--- config.mk ---
export PLATFORM = sky130hd
export DESIGN_NAME = dac_ctrl_top
export DESIGN_NICKNAME = d
export VERILOG_FILES = /design/src/source/dac_pkg.sv /design/src/source/dac_reg_bank.sv /design/src/source/dac_seq_ctrl.sv /design/src/source/spi_shift_tx.sv /design/src/source/dac_ctrl_top.sv
export SDC_FILE = /design/constraint.sdc
export NUM_CORES = 1
export LEC_CHECK = 0
export BUFFER_PORTS_ARGS = -buffer_cell sky130_fd_sc_hd__clkbuf_2
export CORE_MARGIN = 2
export CORE_UTILIZATION = 50
export DETAILED_ROUTE_END_ITERATION = 16
export MAX_ROUTING_LAYER = met4
export PLACE_DENSITY = 0.79
export SLEW_MARGIN = 5
export SYNTH_ARGS = -nofsm -noshare
export SYNTH_HDL_FRONTEND = slang
export SYNTH_HIERARCHICAL = 1
export SYNTH_SLANG_ARGS = --single-unit
--- constraint.sdc ---
create_clock -name clk_ifc -period 5.6 [get_ports clk_ifc]
set_clock_uncertainty 0.15 [all_clocks]
set_input_delay 1.12 -clock clk_ifc [delete_from_list [all_inputs] [get_ports clk_ifc]]
set_output_delay 1.12 -clock clk_ifc [all_outputs]
set_load 0.02 [all_outputs]
--- src/source/dac_pkg.sv ---
// shared constants and types for the AD5601 DAC controller
// imported by the RTL modules and by the testbench model
`default_nettype none

package dac_pkg;

    ////////////////////
    // widths
    ////////////////////

    // word address of the register bus
    localparam int reg_addr_w = 4;

    // data word and serial frame share one width
    localparam int dac_word_w = 16;

    // gain strobe from the loop
    localparam int gain_w   = 8;
    localparam int gain_lsb = 6;

    typedef logic [reg_addr_w-1:0] dac_addr_t;
    typedef logic [dac_word_w-1:0] dac_word_t;
    typedef logic [gain_w-1:0]     gain_t;

    ////////////////////
    // register map
    ////////////////////

    localparam dac_addr_t addr_module_id      = 4'd0;
    localparam dac_addr_t addr_module_version = 4'd1;
    localparam dac_addr_t addr_dac_reg        = 4'd2;
    // read-only copy of the control-select input
    localparam dac_addr_t addr_en_mmi_ctrl    = 4'd3;

    // decoded words, anything above reads zero
    localparam int num_regs = 4;

    localparam dac_word_t module_version = 16'd1;

endpackage

`default_nettype wire

--- src/source/dac_reg_bank.sv ---
// register bank holding the DAC word, with bus strobes and the gain-field merge
// raises a one-cycle change pulse whenever the word is updated
`timescale 1ns/1ps
`default_nettype none

module dac_reg_bank
    import dac_pkg::*;
#(
    parameter dac_word_t MODULE_ID   = 16'h0000,
    parameter dac_word_t DAC_DEFAULT = 16'h0000
) (
    input  logic      clk_ifc,
    input  logic      set_default_on_reset,
    input  logic      en_mmi_ctrl,

    input  logic      reg_wr_stb,
    input  logic      reg_rd_stb,
    input  dac_addr_t reg_addr,
    input  dac_word_t reg_wdata,
    output dac_word_t reg_rdata,
    output logic      reg_rd_valid,

    input  logic      gain_stb,
    input  gain_t     gain,

    output dac_word_t dac_word,
    output logic      dac_word_changed
);

    dac_word_t rd_mux;
    dac_word_t gain_word;
    logic      wr_accept;
    logic      gain_accept;

    ////////////////////
    // update sources
    ////////////////////

    // bus owns the word while en_mmi_ctrl is high, the gain loop otherwise
    assign wr_accept   = reg_wr_stb && (reg_addr == addr_dac_reg) && en_mmi_ctrl;
    assign gain_accept = gain_stb && !en_mmi_ctrl;

    // gain replaces its field only, rest of the word kept
    always_comb begin
        gain_word = dac_word;
        gain_word[gain_lsb +: gain_w] = gain;
    end

    always_ff @(posedge clk_ifc) begin
        if (set_default_on_reset) begin
            dac_word         <= DAC_DEFAULT;
            dac_word_changed <= 1'b0;
        end else begin
            if (wr_accept) begin
                dac_word <= reg_wdata;
            end else if (gain_accept) begin
                dac_word <= gain_word;
            end
            // seen by the sequencer together with the new word
            dac_word_changed <= wr_accept | gain_accept;
        end
    end

    ////////////////////
    // read side
    ////////////////////

    always_comb begin
        rd_mux = '0;
        if (reg_addr < dac_addr_t'(num_regs)) begin
            case (reg_addr)
                addr_module_id:      rd_mux = MODULE_ID;
                addr_module_version: rd_mux = module_version;
                addr_dac_reg:        rd_mux = dac_word;
                addr_en_mmi_ctrl:    rd_mux = dac_word_t'(en_mmi_ctrl);
                default:             rd_mux = '0;
            endcase
        end
    end

    // one cycle read latency
    always_ff @(posedge clk_ifc) begin
        if (set_default_on_reset) begin
            reg_rd_valid <= 1'b0;
        end else begin
            reg_rd_valid <= reg_rd_stb;
        end
    end

    always_ff @(posedge clk_ifc) begin
        if (reg_rd_stb) begin
            reg_rdata <= rd_mux;
        end
    end

endmodule

`default_nettype wire

--- src/source/dac_seq_ctrl.sv ---
// frame sequencing for the DAC: default frame after reset, one frame per change,
// and a single follow-up frame for changes that land while a frame is busy
`timescale 1ns/1ps
`default_nettype none

module dac_seq_ctrl
    import dac_pkg::*;
(
    input  logic      clk_ifc,
    input  logic      set_default_on_reset,

    input  logic      dac_word_changed,
    input  dac_word_t dac_word,

    input  logic      frame_done,
    output logic      frame_start,
    output dac_word_t frame_word,

    output logic      dac_updated_stb
);

    typedef enum logic [1:0] {
        st_launch,
        st_idle,
        st_busy
    } seq_state_t;

    seq_state_t state;
    logic       pending;

    ////////////////////
    // sequencing FSM
    ////////////////////

    always_ff @(posedge clk_ifc) begin
        if (set_default_on_reset) begin
            state       <= st_launch;
            frame_start <= 1'b0;
            pending     <= 1'b0;
        end else begin
            frame_start <= 1'b0;
            case (state)
                // bank still holds DAC_DEFAULT here
                st_launch: begin
                    frame_start <= 1'b1;
                    state       <= st_busy;
                end

                st_idle: begin
                    if (dac_word_changed) begin
                        frame_start <= 1'b1;
                        state       <= st_busy;
                    end
                end

                st_busy: begin
                    if (frame_done) begin
                        // any change seen during the frame, even on its last cycle
                        if (pending || dac_word_changed) begin
                            frame_start <= 1'b1;
                        end else begin
                            state <= st_idle;
                        end
                        pending <= 1'b0;
                    end else if (dac_word_changed) begin
                        pending <= 1'b1;
                    end
                end

                default: begin
                    state <= st_idle;
                end
            endcase
        end
    end

    // word sampled at the edge that raises frame_start
    always_ff @(posedge clk_ifc) begin
        if (state == st_launch ||
            (state == st_idle && dac_word_changed) ||
            (state == st_busy && frame_done && (pending || dac_word_changed))) begin
            frame_word <= dac_word;
        end
    end

    // end of every frame this block started
    assign dac_updated_stb = frame_done && (state == st_busy);

endmodule

`default_nettype wire

--- src/source/spi_shift_tx.sv ---
// serial shifter for one 16-bit DAC frame, MSB first
// sdin changes with the rising sclk, the DAC samples on the falling one
`timescale 1ns/1ps
`default_nettype none

module spi_shift_tx
    import dac_pkg::*;
#(
    parameter int CLK_DIV = 4
) (
    input  logic      clk_ifc,
    input  logic      set_default_on_reset,

    input  logic      frame_start,
    input  dac_word_t frame_word,
    output logic      frame_done,

    output logic      sclk,
    output logic      sync_n,
    output logic      sdin
);

    localparam int div_w    = $clog2(CLK_DIV + 1);
    localparam int bit_w    = $clog2(dac_word_w);
    localparam int bit_last = dac_word_w - 1;

    logic [div_w-1:0] div_cnt;
    logic [bit_w-1:0] bit_cnt;
    dac_word_t        shift_reg;
    logic             phase_end;

    // last system cycle of the current sclk half period
    assign phase_end = (div_cnt == div_w'(CLK_DIV - 1));

    ////////////////////
    // frame timing
    ////////////////////

    always_ff @(posedge clk_ifc) begin
        if (set_default_on_reset) begin
            sync_n     <= 1'b1;
            sclk       <= 1'b0;
            sdin       <= 1'b0;
            frame_done <= 1'b0;
            div_cnt    <= '0;
            bit_cnt    <= '0;
        end else begin
            frame_done <= 1'b0;
            if (sync_n) begin
                if (frame_start) begin
                    // first bit goes out with sync_n
                    sync_n  <= 1'b0;
                    sclk    <= 1'b1;
                    sdin    <= frame_word[bit_last];
                    div_cnt <= '0;
                    bit_cnt <= '0;
                end
            end else if (!phase_end) begin
                div_cnt <= div_cnt + 1'b1;
            end else begin
                div_cnt <= '0;
                if (sclk) begin
                    sclk <= 1'b0;
                end else if (bit_cnt == bit_w'(bit_last)) begin
                    // low half of the last bit done
                    sync_n     <= 1'b1;
                    sdin       <= 1'b0;
                    frame_done <= 1'b1;
                end else begin
                    sclk    <= 1'b1;
                    sdin    <= shift_reg[bit_last];
                    bit_cnt <= bit_cnt + 1'b1;
                end
            end
        end
    end

    // remaining bits, next one at the top
    always_ff @(posedge clk_ifc) begin
        if (sync_n && frame_start) begin
            shift_reg <= frame_word << 1;
        end else if (!sync_n && phase_end && !sclk) begin
            shift_reg <= shift_reg << 1;
        end
    end

endmodule

`default_nettype wire

--- src/source/dac_ctrl_top.sv ---
// top level of the AD5601 DAC controller
// ties the register bank, the frame sequencer and the serial shifter together
`timescale 1ns/1ps
`default_nettype none

module dac_ctrl_top
    import dac_pkg::*;
#(
    parameter dac_word_t MODULE_ID   = 16'h000a,
    parameter dac_word_t DAC_DEFAULT = 16'h0064,
    parameter int        CLK_DIV     = 4
) (
    input  logic      clk_ifc,
    input  logic      set_default_on_reset,
    input  logic      en_mmi_ctrl,

    input  logic      reg_wr_stb,
    input  logic      reg_rd_stb,
    input  dac_addr_t reg_addr,
    input  dac_word_t reg_wdata,
    output dac_word_t reg_rdata,
    output logic      reg_rd_valid,

    input  logic      gain_stb,
    input  gain_t     gain,

    output logic      dac_updated_stb,
    output logic      sclk,
    output logic      sync_n,
    output logic      sdin
);

    dac_word_t dac_word;
    logic      dac_word_changed;
    logic      frame_start;
    dac_word_t frame_word;
    logic      frame_done;

    dac_reg_bank #(
        .MODULE_ID   (MODULE_ID),
        .DAC_DEFAULT (DAC_DEFAULT)
    ) u_reg_bank (
        .clk_ifc              (clk_ifc),
        .set_default_on_reset (set_default_on_reset),
        .en_mmi_ctrl          (en_mmi_ctrl),
        .reg_wr_stb           (reg_wr_stb),
        .reg_rd_stb           (reg_rd_stb),
        .reg_addr             (reg_addr),
        .reg_wdata            (reg_wdata),
        .reg_rdata            (reg_rdata),
        .reg_rd_valid         (reg_rd_valid),
        .gain_stb             (gain_stb),
        .gain                 (gain),
        .dac_word             (dac_word),
        .dac_word_changed     (dac_word_changed)
    );

    dac_seq_ctrl u_seq_ctrl (
        .clk_ifc              (clk_ifc),
        .set_default_on_reset (set_default_on_reset),
        .dac_word_changed     (dac_word_changed),
        .dac_word             (dac_word),
        .frame_done           (frame_done),
        .frame_start          (frame_start),
        .frame_word           (frame_word),
        .dac_updated_stb      (dac_updated_stb)
    );

    spi_shift_tx #(
        .CLK_DIV (CLK_DIV)
    ) u_shift_tx (
        .clk_ifc              (clk_ifc),
        .set_default_on_reset (set_default_on_reset),
        .frame_start          (frame_start),
        .frame_word           (frame_word),
        .frame_done           (frame_done),
        .sclk                 (sclk),
        .sync_n               (sync_n),
        .sdin                 (sdin)
    );

endmodule

`default_nettype wire

After elaboration in Yosys (flattened, before gate mapping):

Index checks and enable logic that the tools add are counted.

* output and inout port bits: 21
* word-level logic and storage cells: 98
* input port bits: 34
* register bits: 80

* magnitude comparators: 1
* bitwise gates (word level): 1
* equal/unequal tests: 13
* mux-type cells: 38
* reductions and logical operators: 27
* add/subtract/negate cells: 2

Operator list (count)
* 16-bit case mux with 4 select lines: 1
* 16-bit 2-to-1 mux: 3
* 1-bit 2-to-1 mux: 20
* 4-bit 2-to-1 mux: 5
* 14-bit 2-to-1 mux: 1
* 1-bit logical AND: 9
* 3-bit 2-to-1 mux: 3
* 4-bit by 2-bit == test with 1-bit output, second input constant: 2
* 2-bit inequality test, second input constant: 4
* 2-bit nonzero test: 4
* 2-bit 2-to-1 mux: 3
* 2-bit case mux with 3 select lines: 1
* 3-bit AND reduction: 2
* 4-bit by 1-bit adder with 4-bit output, second input constant: 1
* 4-bit by 1-bit == test with 1-bit output, second input constant: 1
* 4-bit == test, second input constant: 1
* 4-bit logical NOT: 1
* 4-bit by 3-bit < comparator with 1-bit output, second input constant: 1
* 2-bit by 1-bit inequality test with 1-bit output, second input constant: 2
* 2-bit AND reduction: 2
* 4-bit AND reduction: 1
* 3-bit by 1-bit adder with 3-bit output, second input constant: 1
* 3-bit by 2-bit == test with 1-bit output, second input constant: 1
* 1-bit logical NOT: 3
* 7 further kinds: 9

Depth between registers and ports, before layout:

Gate-level depths: netlist of run 1.

* depth after elaboration: 5
* depth in mapped cells: 5
* depth with buffers taken out: 4

Cells and area by module:

Netlist of run 1, hierarchy kept.

By module, submodules not included
* dac_reg_bank: sequential area each 840.8 um^2, times used 1, area an instance 1397.6 um^2, cells each 120
* spi_shift_tx: sequential area each 670.6 um^2, times used 1, area an instance 1134.8 um^2, cells each 87
* dac_seq_ctrl: sequential area each 560.5 um^2, times used 1, area an instance 631.9 um^2, cells each 32

Worst setup path after synthesis of run 1:

OpenSTA, ideal clock, no wires.

* kind: input -> register
* start: in reg_addr[3]
* end: reg u_reg_bank.dac_word[10]
* slack: 3364 ps
* cell stages on the path: 5
* data required time: 5314 ps
* library setup time: 136 ps
* arrival time: 1950 ps
* path buffers: 1
* cells stage by stage: nor4b_4 > nand3_2 > buf_2 > nor2_1 > a211oi_2

* longest elaborated chain between the ends: 4
* elaborated cells on any way between the ends: 5
* classes of those cells: eq/ne (1); mux (1); reduce/logical (3)

RTL lines
* start: declaration: RTL line dac_ctrl_top.sv:19 `input dac_addr_t reg_addr,`
* 4-bit by 2-bit == test with 1-bit output (*): RTL line dac_reg_bank.sv:40 `assign wr_accept = reg_wr_stb && (reg_addr == addr_dac_reg) && en_mmi_ctrl;`
* 1-bit logical AND (*) (2 in series): RTL line dac_reg_bank.sv:40
* 16-bit 2-to-1 mux or 2-bit nonzero test (tied branches)
* end signal: assignment: RTL line dac_reg_bank.sv:55 `dac_word <= reg_wdata;`
* end signal: assignment: RTL line dac_reg_bank.sv:57 `dac_word <= gain_word;`
* end: declaration: RTL line dac_reg_bank.sv:26 `output dac_word_t dac_word,`

Every way passes the cells marked *; elsewhere a longest branch is shown, timed or not. The select of a mux whose other input is x is not followed.
A chain may end at the register's enable or synchronous reset.

Worst setup path after layout of run 1:

* start: in reg_addr[3]
* end: reg u_reg_bank.dac_word[9]

Same word-level chain as after synthesis.

==> results.py, run 1 <==
metrics = {
    "hold_path": {
        "whs_path_depth": 0,
        "hold_class": "reg -> reg",
        "min_from": "u_reg_bank/dac_word[3]",
        "min_to": "u_seq_ctrl/frame_word[3]",
    },
    "cells_and_area": {
        "multi_input_area_sq_mm": 0.001020,
        "fin_util": 0.6051,
        "areaGrowthSynthToFinish_pct": 15.22,
        "drive_gt1_frac": 0.3311,
        "nNetsFinal": 330,
        "n_antenna_cell": 0,
        "fillers": 488,
        "final-seq-area_sq_mm": 0.002072,
        "reg_top3": "u_reg_bank/dac_word x16, u_reg_bank/reg_rdata x16, u_seq_ctrl/frame_word x16",
    },
    "yosys": {
        "synth_warnings": 6,
        "yosysSeqAreaShare": 0.6548,
        "async_flop_share": 0,
        "synth_cell_types": 42,
        "synth-seq-cells": 80,
        "synthesis.nets": 275,
        "ys.flop_type": "edfxtp_1",
        "syn-cell-area_sq_mm": 0.003164,
        "yosys-top-cells-area": "edfxtp_1 45%, dfxtp_1 21%, mux2_2 5.0%",
        "synthCells": 239,
        "yosysTopAreaCell": "edfxtp_1",
        "synth_most_common_cell": "edfxtp_1",
        "synth.avg_cell_area_sq_um": 13.24,
        "yosys-top-cells-count": "47 x edfxtp_1, 33 x dfxtp_1, 20 x nand2_1",
        "synth_top_area_share": 0.4460,
        "synth_edf_count": 47,
    },
    "floorplan": {
        "dieArea_sq_mm": 0.006981,
        "die_h_microns": 83.55,
        "ioPinCount": 55,
        "start_util": 0.5251,
        "num_rows": 28,
        "core-area_sq_mm": 0.006026,
        "die_width_microns": 83.55,
    },
    "placed_design": {
        "place_hpwl_mm": 3.890,
        "gp_congestion": 0.7859,
        "numPortBuffers": 54,
    },
    "routing": {
        "viasPerCell": 5.390,
        "wirelength_mm": 5.739,
        "drc": 0,
        "wl_per_cell_microns": 15.34,
        "drtIter0Drc": 111,
        "ant_nets": 0,
        "vias": 2016,
        "first_pass_iters": 4,
    },
    "sta": {
        "fin_tns_setup_ns": 0,
        "worst_slew_pin_slew_ns": 1.099,
        "drv_slew": 0,
        "fin_crit_ns": 2.763,
        "fin_crit_sh": 0.4934,
        "hold_violations": 0,
        "rsz0062_at_grt": "false",
        "finalSetupViolCount": 0,
        "fmax_mhz": 362.0,
        "max_slew_margin": 0.2661,
    },
    "critical_path": {
        "start_kind": "input port",
        "r2r_slack_ns": 3.43,
        "path_cells": "clkbuf_2, nor4b_4, nand3_2, nor2_1, a211oi_2",
        "worstRegToRegCells": 2,
        "end_kind": "register",
        "cp_num_buf_inv": 1,
        "worst_path_max_delay_cell": "nor4b_4",
        "cp.required_ns": 5.65,
        "slowest_delay_ns": 0.66,
        "cp.arrival_ns": 2.81,
        "critical_path_class": "in -> reg",
        "r2r-start": "u_shift_tx/sync_n",
        "reg2reg_to": "u_shift_tx/shift_reg[14]",
        "cp_max_fo": 23,
        "crit_family": "simple AND/OR/NAND/NOR gates",
    },
    "clocking": {
        "clk_pin_slew_ns": 0.07,
        "cts_made_buffers": 9,
        "cts-resized-gates": 0,
        "clock_latency_ns": 0.34,
        "cts_setup_buffers": 0,
        "hold_buffers": 0,
        "clock-root-buffer": "clkbuf_8",
        "clock-sinks": 80,
        "clockBufferDepth": 2,
        "cts_tree": "done",
        "h-tree-depth": 3,
    },
    "global_routing": {
        "overflow": 0,
        "antenna_found_initial": 0,
        "grt_pass1_vias": 1951,
        "gr-usage-all-layers": 0.1801,
        "grt_max_degree": 35,
        "grt_pass1_wl_mm": 9.349,
    },
    "power_and_ir_drop": {
        "irDropWorstVdd_v": 0.0001520,
        "power.total_mw": 1.106,
        "p_per_area_mw_per_mm2": 303.4,
        "p_leak_nw": 1.387,
    },
    "flow_run": {
        "maxCapViolCount": 0,
    },
    "run_status": {
        "outcome": "finished, final reports clean",
    },
}
## logic make-up after synthesis
family	after synthesis	share of synthesized area
AOI/OAI and AO/OA	39	0.09174
DFF	80	0.6548
muxes	21	0.07197
adders and majority gates	2	0.007907
and+or+nand+nor	83	0.1507
buffers and inverters	14	0.02293
## cells in the final DEF (no fill, tap or decap), types with 3 or more instances in the layout
cell type  count
nand2b_1       3
mux2i_1        7
a21oi_1       14
clkbuf_8      11
and2_2         3
dfxtp_1       33
clkbuf_2      54
mux2_2        14
nand2_1       20
edfxtp_1      47
nand3b_1       5
nor2b_1        6
clkbuf_1       4
nor3_1         4
and2_1        11
inv_1          3
nor2_1        16
and3_1         3
o21ai_0        5
a211oi_2       8
## per-layer routing
layer,GRT usage,wire length (microns)
met1,0.2292,2632
met2,0.2661,2610
met3,0.03264,292
met4,0.1158,204
met5,-,0
## worst register-to-register path, cell delays in order, from the launching register on
cell and delay (ns):
dfxtp_1 0.63, and2_1 0.72, mux2_2 0.42
## power breakdown
part	internal [mW]	leakage [nW]	total, mW	switching (mW)
Clock	0.186	0.0877	0.369	0.184
Combinational	0.0337	0.569	0.0776	0.0439
Sequential	0.647	0.730	0.660	0.0122
## layout make-up
cell class	instances	share of cell area
flip-flops and latches	80	0.5683
multi-input cells	145	0.2797
repair buffers	55	0.07618
clock buffers	15	0.04564
well taps	75	0.02574
inverters	3	0.003089
clock inverters	1	0.001373
## per-stage QoR
stage	hold WS [ns]	instances	area, sq um	worst slack, ns
2_1_floorplan	0.2642	239	3164	3.364
3_3_place_gp	0.2844	358	3475	2.579
3_5_place_dp	0.2914	358	3475	2.449
4_1_cts	0.3112	374	3646	2.810
5_1_grt	0.3248	374	3646	2.635
6_report	0.3140	374	3646	2.837
## how the worst max path moves through the flow
stage	start	end	slack (ns)	depth (start not counted)
6_report	reg_addr[3]	u_reg_bank/dac_word[9]	2.84	5
5_1_grt	reg_addr[3]	u_reg_bank/dac_word[11]	2.63	5
4_1_cts	reg_addr[3]	u_reg_bank/dac_word[9]	2.81	5
3_5_place_dp	reg_addr[3]	u_reg_bank/dac_word[11]	2.45	5
3_3_place_gp	reg_addr[3]	u_reg_bank/dac_word[8]	2.58	5
2_1_floorplan	reg_addr[3]	u_reg_bank/dac_word[10]	3.36	5
(Power assumes the default switching activity.)
==> run 2, diff against run 1 <==
--- a/config.mk
+++ b/config.mk
@@ -5,12 +5,13 @@
 export SDC_FILE = /design/constraint.sdc
 export NUM_CORES = 1
 export LEC_CHECK = 0
+export ABC_AREA = 1
 export BUFFER_PORTS_ARGS = -buffer_cell sky130_fd_sc_hd__clkbuf_2
 export CORE_MARGIN = 2
 export CORE_UTILIZATION = 50
 export DETAILED_ROUTE_END_ITERATION = 16
 export MAX_ROUTING_LAYER = met4
-export PLACE_DENSITY = 0.79
+export PLACE_DENSITY = 0.82
 export SLEW_MARGIN = 5
 export SYNTH_ARGS = -nofsm -noshare
 export SYNTH_HDL_FRONTEND = slang
==> constraint.sdc (replaced) <==
create_clock -name clk_ifc -period 2.25 [get_ports clk_ifc]
set_clock_uncertainty 0.15 [all_clocks]
set_input_delay 0.45 -clock clk_ifc [delete_from_list [all_inputs] [get_ports clk_ifc]]
set_output_delay 0.45 -clock clk_ifc [all_outputs]
set_load 0.02 [all_outputs]
==> results.py, run 2 <==
metrics = {
    "clocking": {
        "clock-sinks": 80,
        "cts_tree": "done",
        "hold_buffers": 0,
        "cts_setup_buffers": 0,
        "h-tree-depth": 3,
        "cts_made_buffers": 9,
        "clock_latency_ns": 0.35,
        "clk_pin_slew_ns": 0.08,
        "clockBufferDepth": 2,
        "cts-resized-gates": 0,
        "clock-root-buffer": "clkbuf_8",
    },
    "yosys": {
        "yosys-top-cells-area": "edfxtp_1 43%, dfxtp_1 20%, nand2_1 11%",
        "syn-cell-area_sq_mm": 0.003282,
        "synth_edf_count": 47,
        "yosysSeqAreaShare": 0.6313,
        "yosysTopAreaCell": "edfxtp_1",
        "synthesis.nets": 378,
        "synthCells": 342,
        "synth_top_area_share": 0.4300,
        "async_flop_share": 0,
        "yosys-top-cells-count": "96 x nand2_1, 47 x edfxtp_1, 40 x inv_1",
        "synth-seq-cells": 80,
        "synth_most_common_cell": "nand2_1",
        "synth_cell_types": 29,
        "ys.flop_type": "edfxtp_1",
        "synth_warnings": 6,
        "synth.avg_cell_area_sq_um": 9.596,
    },
    "sta": {
        "finalSetupViolCount": 0,
        "fmax_mhz": 563.5,
        "fin_tns_setup_ns": 0,
        "fin_crit_sh": 0.7888,
        "rsz0062_at_grt": "false",
        "fin_crit_ns": 1.775,
        "max_slew_margin": 0.5350,
        "hold_violations": 0,
        "worst_slew_pin_slew_ns": 0.6957,
        "drv_slew": 0,
    },
    "placed_design": {
        "gp_congestion": 0.7672,
        "placed_area_sq_mm": 0.003607,
        "numPortBuffers": 54,
        "place_hpwl_mm": 4.368,
    },
    "critical_path": {
        "crit_family": "simple AND/OR/NAND/NOR gates",
        "slowest_delay_ns": 0.36,
        "critical_path_class": "reg -> reg",
        "cp_num_buf_inv": 1,
        "cp.required_ns": 2.10,
        "end_kind": "register",
        "start_kind": "register",
        "worst_path_max_delay_cell": "dfxtp_1",
        "path_cells": "ha_1, inv_1, nor2_1, nand3_2, nand2_2",
        "cp.arrival_ns": 1.63,
        "cp_max_fo": 16,
    },
    "global_routing": {
        "met3_usage": 0.05156,
        "grt_pass1_vias": 2238,
        "busiest_layer": "met2",
        "grt_max_degree": 22,
        "gr-usage-all-layers": 0.1838,
        "grt_pass1_wl_mm": 10.05,
        "overflow": 0,
        "use_met1": 0.2137,
        "use_met2": 0.2947,
        "antenna_found_initial": 0,
    },
    "floorplan": {
        "die_width_microns": 85.02,
        "core-area_sq_mm": 0.006350,
        "num_rows": 29,
        "die_h_microns": 85.02,
        "start_util": 0.5168,
        "ioPinCount": 55,
        "dieArea_sq_mm": 0.007228,
    },
    "cells_and_area": {
        "reg_top3": "u_reg_bank/dac_word x16, u_reg_bank/reg_rdata x16, u_seq_ctrl/frame_word x16",
        "nNetsFinal": 437,
        "areaGrowthSynthToFinish_pct": 14.79,
        "fin_area_sq_mm": 0.003767,
        "final_common_cell": "nand2_1",
        "mostFrequentLayoutCells": "96 x nand2_1, 54 x clkbuf_2, 47 x edfxtp_1, 40 x inv_1, 33 x dfxtp_1",
        "n_antenna_cell": 0,
        "drive_gt1_frac": 0.2192,
    },
    "routing": {
        "first_pass_iters": 5,
        "drtIter0Drc": 202,
        "drc": 0,
        "ant_nets": 0,
        "viasPerCell": 5.021,
        "wirelength_mm": 6.083,
        "vias": 2425,
        "wl_per_cell_microns": 12.59,
    },
    "power_and_ir_drop": {
        "p_leak_nw": 1.673,
        "p_per_area_mw_per_mm2": 734.4,
        "irDropWorstVdd_v": 0.0003675,
    },
    "run_status": {
        "outcome": "finished, final reports clean",
    },
    "hold_path": {
        "hold_class": "in -> reg",
    },
    "flow_run": {
        "maxCapViolCount": 0,
    },
}
-- run 2: per-stage QoR --
| step | setup WS, ns | hold slack, ns | utilization | instances | power, mW |
|---|---|---|---|---|---|
| 2_1_floorplan | 0.7070 | 0.2582 | - | 342 | 1.822 |
| 3_3_place_gp | 0.5219 | 0.2625 | 0.5681 | 467 | 1.901 |
| 3_5_place_dp | 0.4375 | 0.2701 | 0.5681 | 467 | 1.912 |
| 4_1_cts | 0.4728 | 0.1707 | 0.5933 | 483 | 2.781 |
| 5_1_grt | 0.3798 | 0.1829 | 0.5933 | 483 | 2.882 |
| 6_report | 0.4753 | 0.1845 | 0.5933 | 483 | 2.767 |
-- run 2: path summary, 6_finish.rpt --
path                                             start                  endpoint  slack (ns)  depth (start not counted)
worst max-delay path             u_shift_tx/div_cnt[0]   u_shift_tx/shift_reg[8]        0.48                          5
worst min-delay path                      reg_wdata[0]    u_reg_bank/dac_word[0]        0.18                          3
worst max register to register   u_shift_tx/div_cnt[0]   u_shift_tx/shift_reg[8]        0.48                          5
worst min register to register  u_reg_bank/dac_word[5]  u_seq_ctrl/frame_word[5]        0.29                          0
-- run 2: worst reg2reg max path: cells and delay by family (launching register included) --
family	cells	cell delay, ns
adders and majority gates	1	0.27
buffers and inverters	1	0.06
DFF	1	0.36
and+or+nand+nor	3	0.60
-- run 2: area by class of cell --
type                    count  area [sq um]
fillers                   527          2582
flip-flops and latches     80          2072
clock buffers              13         138.9
clock inverters             3         21.27
inverters                  48         181.4
repair buffers             56         285.3
multi-input cells         206         972.2
well taps                  77         96.34
-- run 2: logic make-up after synthesis --
logic type / Yosys count / share of synthesized area
and+or+nand+nor: 166 / 0.2265
buffers and inverters: 56 / 0.07243
adders and majority gates: 2 / 0.007624
DFF: 80 / 0.6313
AOI/OAI and AO/OA: 38 / 0.06214
-- run 2: per-layer routing --
metal / part of all wire / wire (microns)
met1: 0.44 / 2670
met5: 0 / 0
met4: 0.026 / 156
met3: 0.051 / 308
met2: 0.48 / 2948
-- run 2: where the power goes --
part | switching (mW) | leakage (nW) | internal [mW]
combinational | 0.153 | 0.866 | 0.0784
sequential | 0.0293 | 0.729 | 1.62
clock | 0.486 | 0.0776 | 0.402
total | 0.669 | 1.67 | 2.10
==> run 3, diff against run 2 <==
--- a/config.mk
+++ b/config.mk
@@ -11,7 +11,7 @@
 export CORE_UTILIZATION = 50
 export DETAILED_ROUTE_END_ITERATION = 16
 export MAX_ROUTING_LAYER = met4
-export PLACE_DENSITY = 0.82
+export PLACE_DENSITY = 0.79
 export SLEW_MARGIN = 5
 export SYNTH_ARGS = -nofsm -noshare
 export SYNTH_HDL_FRONTEND = slang
==> constraint.sdc (replaced) <==
create_clock -name clk_ifc -period 1.74 [get_ports clk_ifc]
set_clock_uncertainty 0.15 [all_clocks]
set_input_delay 0.348 -clock clk_ifc [delete_from_list [all_inputs] [get_ports clk_ifc]]
set_output_delay 0.348 -clock clk_ifc [all_outputs]
set_load 0.02 [all_outputs]
==> results.py, run 3 (synthesis results as in run 2) <==
metrics = {
    "cells_and_area": {
        "final_cells": 486,
        "fin_util": 0.6089,
        "final-seq-area_sq_mm": 0.002072,
        "areaGrowthSynthToFinish_pct": 17.80,
        "drive_gt1_frac": 0.2323,
        "multi_input_area_sq_um": 982.2,
        "fillers": 534,
        "nNetsFinal": 440,
        "final_common_cell": "nand2_1",
        "mostFrequentLayoutCells": "96 x nand2_1, 54 x clkbuf_2, 47 x edfxtp_1, 40 x inv_1, 33 x dfxtp_1",
        "reg_top3": "u_reg_bank/dac_word x16, u_reg_bank/reg_rdata x16, u_seq_ctrl/frame_word x16",
        "n_antenna_cell": 0,
    },
    "critical_path": {
        "cp.required_ns": 1.24,
        "cp.arrival_ns": 1.15,
        "start_kind": "register",
        "cp_max_fo": 3,
        "critical_path_class": "reg -> out",
        "end_kind": "primary output",
    },
    "floorplan": {
        "die_h_microns": 85.02,
        "num_rows": 29,
        "ioPinCount": 55,
        "dieArea_sq_mm": 0.007228,
        "start_util": 0.5168,
        "core-area_sq_mm": 0.006350,
        "die_width_microns": 85.02,
    },
    "flow_run": {
        "maxCapViolCount": 0,
    },
    "sta": {
        "holdWs_ns": 0.07404,
        "fmax_mhz": 607.5,
        "fin_crit_ns": 1.646,
        "hold_violations": 0,
        "max_slew_margin": 0.6747,
        "drv_slew": 0,
        "finalSetupViolCount": 0,
        "fin_tns_setup_ns": 0,
        "worst_slew_pin_slew_ns": 0.4868,
        "fin_crit_sh": 0.9461,
    },
    "clocking": {
        "h-tree-depth": 3,
        "clock-root-buffer": "clkbuf_8",
        "hold_buffers": 0,
        "clock_latency_ns": 0.35,
        "cts_setup_buffers": 0,
        "cts_made_buffers": 9,
        "clockBufferDepth": 2,
        "clock-sinks": 80,
        "clk_pin_slew_ns": 0.08,
        "cts-resized-gates": 0,
        "cts_tree": "done",
    },
    "power_and_ir_drop": {
        "p_clk_frac": 0.370,
        "irDropWorstVdd_v": 0.0005888,
        "p_seq_frac": 0.550,
        "intPower_mw": 2.958,
        "p_leak_nw": 1.725,
        "p_per_area_mw_per_mm2": 1000,
        "power.total_mw": 3.868,
        "power_switching_mw": 0.9096,
        "power_frac_comb": 0.079,
        "swShare": 0.2352,
    },
    "routing": {
        "viasPerCell": 4.951,
        "vias": 2406,
        "drc": 0,
        "wirelength_mm": 6.044,
        "wl_per_cell_microns": 12.44,
        "first_pass_iters": 4,
        "ant_nets": 0,
        "drtIter0Drc": 145,
    },
    "placed_design": {
        "numPortBuffers": 54,
        "placed_cells": 470,
        "place_hpwl_mm": 4.239,
        "gp_congestion": 0.8513,
    },
    "global_routing": {
        "grt_pass1_vias": 2250,
        "grt_pass1_wl_mm": 10.10,
        "grt_max_degree": 31,
        "antenna_found_initial": 0,
        "overflow": 0,
        "gr-usage-all-layers": 0.1841,
    },
    "hold_path": {
        "hold_class": "in -> reg",
    },
    "run_status": {
        "outcome": "finished, final reports clean",
    },
}
[run 3: area by class of cell]
cell class / count / area share
clock buffer: 11 / 0.03948
clock inverter: 5 / 0.01586
inverter: 48 / 0.04693
multi-input combinational: 206 / 0.2540
sequential: 80 / 0.5359
tap: 77 / 0.02492
timing repair buffer: 59 / 0.08285
[run 3: through the flow]
step | area [sq um] | worst slack, ns
6_report | 3866 | 0.09382
5_1_grt | 3866 | -0.002783
4_1_cts | 3856 | 0.009203
3_5_place_dp | 3642 | 0.03658
3_3_place_gp | 3642 | 0.09232
2_1_floorplan | 3282 | 0.1970
[run 3: metal layers]
| layer | track usage | wire (microns) |
|---|---|---|
| met1 | 0.2278 | 2790 |
| met2 | 0.2955 | 2906 |
| met3 | 0.03405 | 228 |
| met4 | 0.08225 | 119 |
| met5 | - | 0 |
[run 3: final timing paths]
| path | startpoint | endpoint | slack [ns] | cells past startpoint |
|---|---|---|---|---|
| worst min-delay path | reg_wdata[5] | u_reg_bank/dac_word[5] | 0.07 | 3 |
| worst max-delay path | u_seq_ctrl/state[1] | dac_updated_stb | 0.09 | 5 |
| worst min register to register | u_reg_bank/dac_word[2] | u_seq_ctrl/frame_word[2] | 0.28 | 0 |
| worst max register to register | u_shift_tx/div_cnt[0] | u_shift_tx/shift_reg[2] | 0.12 | 5 |
[run 3: worst max-delay path, stage by stage (launching register included)]
cell	delay, ns
dfxtp_1	0.31
inv_1	0.07
nor2_4	0.11
nand2_1	0.09
inv_1	0.06
clkbuf_2	0.16
[run 3: power by group through the flow]
stage	Combinational [mW]	Clock, mW	Sequential [mW]
6_report	0.307	1.43	2.13
3_5_place_dp	0.304	0	2.17
5_1_grt	0.345	1.54	2.14
4_1_cts	0.306	1.47	2.13
3_3_place_gp	0.295	0	2.17
2_1_floorplan	0.165	0	2.19
